**src/hw/fxp_pkg.sv**
```systemverilog
// numeric format of the datapath
// signed Qm.n words, here Q1.14
package fxp_pkg;

  // word layout
  localparam int WORD_SIZE = 16; // bits per datapath word
  localparam int N_SIZE    = 14; // fraction bits
  localparam int M_SIZE    = 1;  // integer bits, sign not counted

  // one datapath word, Q1.14
  typedef logic signed [WORD_SIZE-1:0] fxp_word_t;

  // saturation limits
  localparam fxp_word_t FXP_MAX = {1'b0, {(WORD_SIZE-1){1'b1}}}; // 0x7fff, just under +2.0
  localparam fxp_word_t FXP_MIN = {1'b1, {(WORD_SIZE-1){1'b0}}}; // 0x8000, -2.0

  // unity
  localparam fxp_word_t FXP_ONE = fxp_word_t'(1) <<< N_SIZE; // 0x4000

endpackage

```
**src/hw/filt_pkg.sv**
```systemverilog
// filter control registers
// address map, reset values, control bits
package filt_pkg;

  // register address, four slots and three in use
  typedef logic [1:0] reg_addr_t;

  // address map
  localparam reg_addr_t ADDR_ALPHA = 2'd0; // smoothing coefficient
  localparam reg_addr_t ADDR_GAIN  = 2'd1; // output gain
  localparam reg_addr_t ADDR_CTRL  = 2'd2; // control bits
  // slot 3 is unmapped

  // control register bit positions
  localparam int CTRL_INVERT = 0; // negate the output

  // coefficient reset values
  localparam fxp_pkg::fxp_word_t ALPHA_RESET = 16'sh1000;      // 0.25
  localparam fxp_pkg::fxp_word_t GAIN_RESET  = fxp_pkg::FXP_ONE; // unity gain

endpackage

```
**src/hw/safe_alu.sv**
```systemverilog
`timescale 1ns/1ns

// saturating fixed point arithmetic, combinational
// OPERATION picks one of
//   "add"  : a + b
//   "sub"  : a - b
//   "mult" : (a * b) >>> N_SIZE, truncated
//   "comp" : -a, b unused
// every result clamps to FXP_MIN / FXP_MAX instead of wrapping
module safe_alu #(
  parameter string OPERATION = "add"
) (
  input  fxp_pkg::fxp_word_t a_i,
  input  fxp_pkg::fxp_word_t b_i,
  output fxp_pkg::fxp_word_t data_o
);

  import fxp_pkg::*;

  generate
    case (OPERATION)

      "add": begin : g_add
        logic signed [WORD_SIZE:0] sum; // one guard bit

        always_comb begin
          sum = a_i + b_i;
          // top two bits disagree -> out of range
          case (sum[WORD_SIZE -: 2])
            2'b10:   data_o = FXP_MIN; // underflow
            2'b01:   data_o = FXP_MAX; // overflow
            default: data_o = sum[WORD_SIZE-1:0];
          endcase
        end
      end

      "sub": begin : g_sub
        logic signed [WORD_SIZE:0] diff; // one guard bit

        always_comb begin
          diff = a_i - b_i;
          case (diff[WORD_SIZE -: 2])
            2'b10:   data_o = FXP_MIN; // underflow
            2'b01:   data_o = FXP_MAX; // overflow
            default: data_o = diff[WORD_SIZE-1:0];
          endcase
        end
      end

      "mult": begin : g_mult
        localparam int MSB = 2*WORD_SIZE-1;
        localparam int TOP = MSB-(M_SIZE+1); // msb of the kept slice
        logic signed [2*WORD_SIZE-1:0] prod; // full Q3.28 product
        logic                          neg_big; // below -2.0
        logic                          pos_big; // at or above +2.0

        always_comb begin
          prod    = a_i * b_i;
          // bits above the kept slice must all copy the sign
          neg_big = prod[MSB] && !(&prod[MSB-1:TOP]);
          pos_big = !prod[MSB] && (|prod[MSB-1:TOP]);
          if (neg_big)
            data_o = FXP_MIN;
          else if (pos_big)
            data_o = FXP_MAX;
          else
            data_o = prod[TOP:N_SIZE]; // fraction truncated
        end
      end

      "comp": begin : g_comp
        always_comb begin
          // -(-2.0) does not fit, pin to max
          if (a_i == FXP_MIN)
            data_o = FXP_MAX;
          else
            data_o = -a_i;
        end
      end

      default: begin : g_bad_op
        $error("safe_alu: unknown OPERATION %s", OPERATION);
        assign data_o = '0;
      end

    endcase
  endgenerate

endmodule

```
**src/hw/coef_regs.sv**
```systemverilog
`timescale 1ns/1ns

// coefficient bank, loaded by a single cycle write strobe
// alpha feeds the ema stage, gain and invert the gain stage
module coef_regs (
  input  logic                clk_i,
  input  logic                reset_i,
  input  logic                wr_en_i,
  input  filt_pkg::reg_addr_t wr_addr_i,
  input  fxp_pkg::fxp_word_t  wr_data_i,
  output fxp_pkg::fxp_word_t  alpha_o,
  output fxp_pkg::fxp_word_t  gain_o,
  output logic                invert_o
);

  import fxp_pkg::*;
  import filt_pkg::*;

  fxp_word_t alpha_q;  // smoothing factor
  fxp_word_t gain_q;   // output gain
  logic      invert_q; // ctrl invert bit

  // write lands on the strobe edge, next sample sees it
  always_ff @(posedge clk_i) begin
    if (reset_i) begin
      alpha_q  <= ALPHA_RESET;
      gain_q   <= GAIN_RESET;
      invert_q <= 1'b0;
    end else if (wr_en_i) begin
      case (wr_addr_i)
        ADDR_ALPHA: alpha_q  <= wr_data_i;
        ADDR_GAIN:  gain_q   <= wr_data_i;
        ADDR_CTRL:  invert_q <= wr_data_i[CTRL_INVERT]; // other ctrl bits dropped
        default: ; // slot 3, nothing there
      endcase
    end
  end

  assign alpha_o  = alpha_q;
  assign gain_o   = gain_q;
  assign invert_o = invert_q;

  // a write must target a known slot, else a register goes X
  a_wr_addr_known : assert property (
    @(posedge clk_i) disable iff (reset_i)
    wr_en_i |-> !$isunknown(wr_addr_i)
  ) else $error("coef_regs: write with unknown address");

endmodule

```
**src/hw/ema_stage.sv**
```systemverilog
`timescale 1ns/1ns

// one pole smoother, y <= y + alpha * (x - y)
// new y registered on the sample strobe, shown one cycle later
module ema_stage (
  input  logic               clk_i,
  input  logic               reset_i,
  input  logic               clear_i,
  input  logic               sample_valid_i,
  input  fxp_pkg::fxp_word_t sample_i,
  input  fxp_pkg::fxp_word_t alpha_i,
  output logic               ema_valid_o,
  output fxp_pkg::fxp_word_t ema_data_o
);

  import fxp_pkg::*;

  fxp_word_t y_q;     // filter state
  fxp_word_t y_base;  // state as seen this cycle, zero on clear
  fxp_word_t delta;   // x - y
  fxp_word_t step;    // alpha * (x - y)
  fxp_word_t y_next;  // y + step
  logic      valid_q;

  // clear on the same edge as a sample -> start from zero
  assign y_base = clear_i ? '0 : y_q;

  safe_alu #(.OPERATION("sub")) u_sub (
    .a_i    (sample_i),
    .b_i    (y_base),
    .data_o (delta)
  );

  safe_alu #(.OPERATION("mult")) u_mult (
    .a_i    (alpha_i),
    .b_i    (delta),
    .data_o (step)
  );

  safe_alu #(.OPERATION("add")) u_add (
    .a_i    (y_base),
    .b_i    (step),
    .data_o (y_next)
  );

  always_ff @(posedge clk_i) begin
    if (reset_i) begin
      y_q     <= '0;
      valid_q <= 1'b0;
    end else begin
      valid_q <= sample_valid_i; // one cycle pulse
      if (sample_valid_i)
        y_q <= y_next;
      else if (clear_i)
        y_q <= '0; // clear alone just drops the state
    end
  end

  assign ema_valid_o = valid_q;
  assign ema_data_o  = y_q; // y doubles as the stage output

  // valid must be clean once out of reset, gain stage keys on it
  a_valid_known : assert property (
    @(posedge clk_i) disable iff (reset_i)
    !$isunknown(ema_valid_o)
  ) else $error("ema_stage: ema_valid_o unknown");

endmodule

```
**src/hw/gain_stage.sv**
```systemverilog
`timescale 1ns/1ns

// output gain with optional saturating negation
// result registered on ema_valid_i, out_valid_o pulses one cycle later
module gain_stage (
  input  logic               clk_i,
  input  logic               reset_i,
  input  logic               ema_valid_i,
  input  fxp_pkg::fxp_word_t ema_data_i,
  input  fxp_pkg::fxp_word_t gain_i,
  input  logic               invert_i,
  output logic               out_valid_o,
  output fxp_pkg::fxp_word_t out_data_o
);

  import fxp_pkg::*;

  fxp_word_t scaled;     // gain * y
  fxp_word_t scaled_neg; // -(gain * y), saturated
  fxp_word_t data_q;
  logic      valid_q;

  safe_alu #(.OPERATION("mult")) u_mult (
    .a_i    (gain_i),
    .b_i    (ema_data_i),
    .data_o (scaled)
  );

  // -2.0 product comes out as FXP_MAX
  safe_alu #(.OPERATION("comp")) u_neg (
    .a_i    (scaled),
    .b_i    ('0), // single operand op
    .data_o (scaled_neg)
  );

  always_ff @(posedge clk_i) begin
    if (reset_i)
      valid_q <= 1'b0;
    else
      valid_q <= ema_valid_i;
  end

  // gain and invert taken as they stand on this edge
  always_ff @(posedge clk_i) begin
    if (ema_valid_i)
      data_q <= invert_i ? scaled_neg : scaled;
  end

  assign out_valid_o = valid_q;
  assign out_data_o  = data_q;

  // each valid pulse comes out one cycle later with a defined word
  a_valid_follows : assert property (
    @(posedge clk_i) disable iff (reset_i)
    ema_valid_i |=> out_valid_o && !$isunknown(out_data_o)
  ) else $error("gain_stage: no clean output one cycle after ema_valid_i");

endmodule

```
**src/hw/fxp_filter_top.sv**
```systemverilog
`timescale 1ns/1ns

// smoothing filter top
// coef bank -> ema stage -> gain stage, two cycles sample to output
module fxp_filter_top (
  input  logic                clk_i,
  input  logic                reset_i,
  // coefficient writes
  input  logic                wr_en_i,
  input  filt_pkg::reg_addr_t wr_addr_i,
  input  fxp_pkg::fxp_word_t  wr_data_i,
  // sample stream
  input  logic                sample_valid_i,
  input  fxp_pkg::fxp_word_t  sample_i,
  input  logic                clear_i,
  // results
  output logic                out_valid_o,
  output fxp_pkg::fxp_word_t  out_data_o
);

  import fxp_pkg::*;

  fxp_word_t alpha;     // to stage 1
  fxp_word_t gain;      // to stage 2
  logic      invert;    // to stage 2
  logic      ema_valid; // stage 1 -> stage 2
  fxp_word_t ema_data;

  coef_regs u_coef_regs (
    .clk_i     (clk_i),
    .reset_i   (reset_i),
    .wr_en_i   (wr_en_i),
    .wr_addr_i (wr_addr_i),
    .wr_data_i (wr_data_i),
    .alpha_o   (alpha),
    .gain_o    (gain),
    .invert_o  (invert)
  );

  ema_stage u_ema_stage (
    .clk_i          (clk_i),
    .reset_i        (reset_i),
    .clear_i        (clear_i),
    .sample_valid_i (sample_valid_i),
    .sample_i       (sample_i),
    .alpha_i        (alpha),
    .ema_valid_o    (ema_valid),
    .ema_data_o     (ema_data)
  );

  gain_stage u_gain_stage (
    .clk_i       (clk_i),
    .reset_i     (reset_i),
    .ema_valid_i (ema_valid),
    .ema_data_i  (ema_data),
    .gain_i      (gain),
    .invert_i    (invert),
    .out_valid_o (out_valid_o),
    .out_data_o  (out_data_o)
  );

endmodule

```
**config.mk**
```make
export PLATFORM = sky130hd
export DESIGN_NAME = fxp_filter_top
export DESIGN_NICKNAME = d
export VERILOG_FILES = /design/src/hw/fxp_pkg.sv /design/src/hw/filt_pkg.sv /design/src/hw/safe_alu.sv /design/src/hw/coef_regs.sv /design/src/hw/ema_stage.sv /design/src/hw/gain_stage.sv /design/src/hw/fxp_filter_top.sv
export SDC_FILE = /design/constraint.sdc
export NUM_CORES = 2
export LEC_CHECK = 0
export ABC_AREA = 1
export ABC_CLOCK_PERIOD_IN_PS = 16600
export BUFFER_PORTS_ARGS = -buffer_cell sky130_fd_sc_hd__buf_2
export CORE_MARGIN = 10
export CORE_UTILIZATION = 26
export CTS_CLUSTER_SIZE = 8
export DETAILED_ROUTE_END_ITERATION = 10
export PLACE_DENSITY = 0.4
export SLEW_MARGIN = 10
export SYNTH_ARGS = -nofsm -noshare
export SYNTH_HDL_FRONTEND = slang
export SYNTH_SLANG_ARGS = --single-unit
```
**constraint.sdc**
```tcl
create_clock -name clk_i -period 16.6 [get_ports clk_i]
set_input_delay 0.83 -clock clk_i [delete_from_list [all_inputs] [get_ports clk_i]]
set_output_delay 0.83 -clock clk_i [all_outputs]
set_load 0.01 [all_outputs]
```
==> metrics.md <==
| Metric | Value |
|---|---|
| Yosys cell types | 56 |
| Rel. slew slack | 0.286 |
| Buffers added on ports | 55 |
| CP endpoint kind | flip-flop |
| Vias/cell | 4.37 |
| Layout area overhead | 7.32% |
| FMAX | 0.0691 GHz |
| Post-Syn Area | 25000 µm² |
| R2R Path Start | u_ema_stage.ema_data_o[3]$_SDFF_PP0_ |
| Hold WC Path Type | flip-flop to flip-flop |
| Clock buffer depth | 2 |
| CP max stage cell | fa_1 |
| Max Cap Viol | 0 |
| Clock transition at path regs | 60 ps |
| Synthesized area per cell | 7.64 µm² |
| Clock root buffer | clkbuf_16 |
| Final period util | 0.871 |
| CP max stage delay | 750 ps |
| Hpwl dp | 68400 µm |
| Cts hold-fix bufs | 0 |
| Synth Warn # | 0 |
| CP Launch Point | clear_i |
| Initial Utilization | 0.262 |
| Setup TNS | 0 ps |
| Slew @ Worst Pin | 1070 ps |
| Largest net degree at the start of global routing | 34 |
| Synth async-reset ratio | 0 |
| Detailed Route Iter0 Violations | 1139 |
| Area taken by multi-input logic gates | 19700 µm² |
| DRT Wirelength | 79700 µm |
| Row cnt | 113 |
| DR vias | 19684 |
| Aggregate global-route resource usage | 0.153 |
| Ports | 56 |
| CP arrival | 14730 ps |
| CTS H-tree depth | 3 |
| Wire per inst | 17.7 µm |
| Sequential area share after synthesis | 0.0601 |
| Number of setup violations in the final report | 0 |
| Required @ worst endpoint | 16860 ps |
| Post-CTS sizing | 0 |
| Fin nets | 3992 |
| Clock Latency Late Sink | 370 ps |
| CTS Sinks | 67 |
| Layout cells sized above 1 | 0.0423 |
| Chip Height | 330 µm |
| Clock Skew | 9.36 ps |
| R2r worst-path depth | 62 |
| Crit path launch type | input pin |
| Routed Antenna Nets | 0 |
| End point of the critical path | u_ema_stage.ema_data_o[4]$_SDFF_PP0_ |
| EDFF count, synth | 16 |
| DRT Pass-1 Iters | 5 |
| Sequential Area | 1500 µm² |
| Synth Flop Type | dfxtp_1 |
| Fill cell count | 10548 |
| # DRC | 0 |
| Slew Limit Fails | 0 |
| Die area | 109000 µm² |
| CP most frequent cell | inv_1 |
| Post-synthesis register bit count | 67 |
| Reg2reg setup slack | 2150 ps |
| Antenna violations before repair | 4 |
| Setup bufs post-CTS | 0 |
| Tmin final | 14460 ps |
| Post-Syn Instances | 3267 |
| RSZ-0062 raised after global routing | no |
| CP max FO | 29 |
| Synthesized Nets | 4025 |
| Core Box Area | 95200 µm² |
| Critical R2R Capture | u_ema_stage.ema_data_o[4]$_SDFF_PP0_ |
| Chip Width | 330 µm |
| Gpl congestion | 0.891 |
| TritonCTS buffer count | 9 |
| First-pass GRT wire length | 128000 µm |
| Vias in the first global route | 21413 |
| Fin. Hold Viols | 0 |
| CTS tree | done |
| Critical path type | input pin to flip-flop |
| Gr ovfl total | 0 |
| Status | completed |
## state kept, by name (all words and copies together) (netlist names)
name and count:
u_coef_regs.alpha_o 16, u_coef_regs.gain_o 16, u_coef_regs.invert_o 1, u_ema_stage.ema_data_o 16, u_ema_stage.ema_valid_o 1, u_gain_stage.out_data_o 16, u_gain_stage.out_valid_o 1
## final cells by class
class,count,share of cell area
Clock inverter,5,0.00224
Tap cell,1265,0.0591
Sequential cell,67,0.0560
Timing Repair Buffer,73,0.0153
Multi-Input combinational cell,2219,0.737
Antenna cell,2,0.000187
Inverter,864,0.121
Clock buffer,11,0.00943
## logic make-up (layout without fill, tap and decap cells)
family | after synthesis | in the layout | share of synthesized area
and+or+nand+nor | 1158 | 1158 | 0.189
other | 0 | 2 | 0
xor gates and xnor gates | 51 | 51 | 0.0179
AOI/OAI and AO/OA | 291 | 291 | 0.0661
DFF | 67 | 67 | 0.0601
adders and majority gates | 719 | 719 | 0.518
buffers and inverters | 981 | 953 | 0.149
## synth_stat cells (4+ instances only)
| library cell | number | share of area |
|---|---|---|
| edfxtp_1 | 16 | 0.019 |
| o21bai_1 | 14 | 0.0042 |
| nand2_2 | 9 | 0.0023 |
| buf_6 | 4 | 0.0018 |
| nand2_1 | 709 | 0.11 |
| o21a_1 | 5 | 0.0015 |
| nand2_4 | 4 | 0.0018 |
| a21o_1 | 10 | 0.0030 |
| buf_1 | 9 | 0.0014 |
| nand3_2 | 7 | 0.0028 |
| clkinv_1 | 15 | 0.0023 |
| nand3_1 | 77 | 0.015 |
| xnor2_1 | 29 | 0.010 |
| nand3b_1 | 6 | 0.0018 |
| clkbuf_1 | 97 | 0.015 |
| a31oi_1 | 7 | 0.0018 |
| o21ai_0 | 87 | 0.017 |
| nor2_1 | 287 | 0.043 |
| fa_1 | 524 | 0.42 |
| a21oi_1 | 135 | 0.027 |
| ha_1 | 195 | 0.098 |
| buf_2 | 4 | 0.00080 |
| dfxtp_1 | 51 | 0.041 |
| inv_1 | 847 | 0.13 |
| or2_2 | 17 | 0.0043 |
| a221oi_1 | 13 | 0.0046 |
| nor3_1 | 16 | 0.0032 |
| nand4_1 | 13 | 0.0033 |
| xor2_1 | 22 | 0.0077 |
## per-stage QoR
stage                     hold slack [ps]  area, µm²   util  setup slack (ps)  instances
after detailed placement              621      26500  0.278              1820       4488
after CTS                             631      26800  0.282              2190       4504
after global placement                596      26500  0.278              2110       4488
final                                 628      26800  0.282              2140       4506
after floorplan                       505      25000      -              3970       3267
after global routing                  647      26800  0.282               734       4504
## layout by cell type, fill, tap and decap left out, types with 3 or more instances in the layout
cell type,synthesis,layout
a21o_1,10,10
a21oi_1,135,135
a221oi_1,13,13
a31oi_1,7,7
buf_2,4,55
buf_4,2,18
clkbuf_16,0,9
clkinv_1,15,15
dfxtp_1,51,51
edfxtp_1,16,16
fa_1,524,524
ha_1,195,195
inv_1,847,847
nand2_1,709,709
nand2_2,9,9
nand2_4,4,4
nand3_1,77,77
nand3_2,7,7
nand3b_1,6,6
nand4_1,13,13
nor2_1,287,287
nor2_2,3,3
nor3_1,16,16
nor4_1,3,3
o211a_1,3,3
o21a_1,5,5
o21ai_0,87,86
o21ai_1,2,3
o21bai_1,14,14
or2_2,17,17
xnor2_1,29,29
xor2_1,22,22
## worst max-delay path: cells and delay by family
family	cells	cell delay [ps]
fa+ha+maj	12	5610
compound gates	12	2660
simple gates	21	2620
buf+inv	17	2550
xor+xnor	2	420
## how the worst min path moves through the flow
stage | cells after the start | start | to
3_5_place_dp | 2 | u_ema_stage.ema_data_o[10]$_SDFF_PP0_ | u_ema_stage.ema_data_o[10]$_SDFF_PP0_
6_report | 2 | u_ema_stage.ema_data_o[10]$_SDFF_PP0_ | u_ema_stage.ema_data_o[10]$_SDFF_PP0_
2_1_floorplan | 2 | u_coef_regs.alpha_o[11]$_SDFFE_PP0P_ | u_coef_regs.alpha_o[11]$_SDFFE_PP0P_
3_3_place_gp | 2 | u_ema_stage.ema_data_o[8]$_SDFF_PP0_ | u_ema_stage.ema_data_o[8]$_SDFF_PP0_
4_1_cts | 2 | u_ema_stage.ema_data_o[10]$_SDFF_PP0_ | u_ema_stage.ema_data_o[10]$_SDFF_PP0_
5_1_grt | 2 | u_ema_stage.ema_data_o[10]$_SDFF_PP0_ | u_ema_stage.ema_data_o[10]$_SDFF_PP0_
## layer usage
metal  GRT usage  vias to the layer above  wire, µm
li1            -                     9500         -
met4      0.0239                        4       962
met5           0                        -        27
met1       0.223                     9747     40000
met2       0.240                      389     35000
met3      0.0222                       44      3660
Power is left out: the tool's default activity adds up to more than one toggle a clock period on the data nets, which glitch-free logic cannot reach.
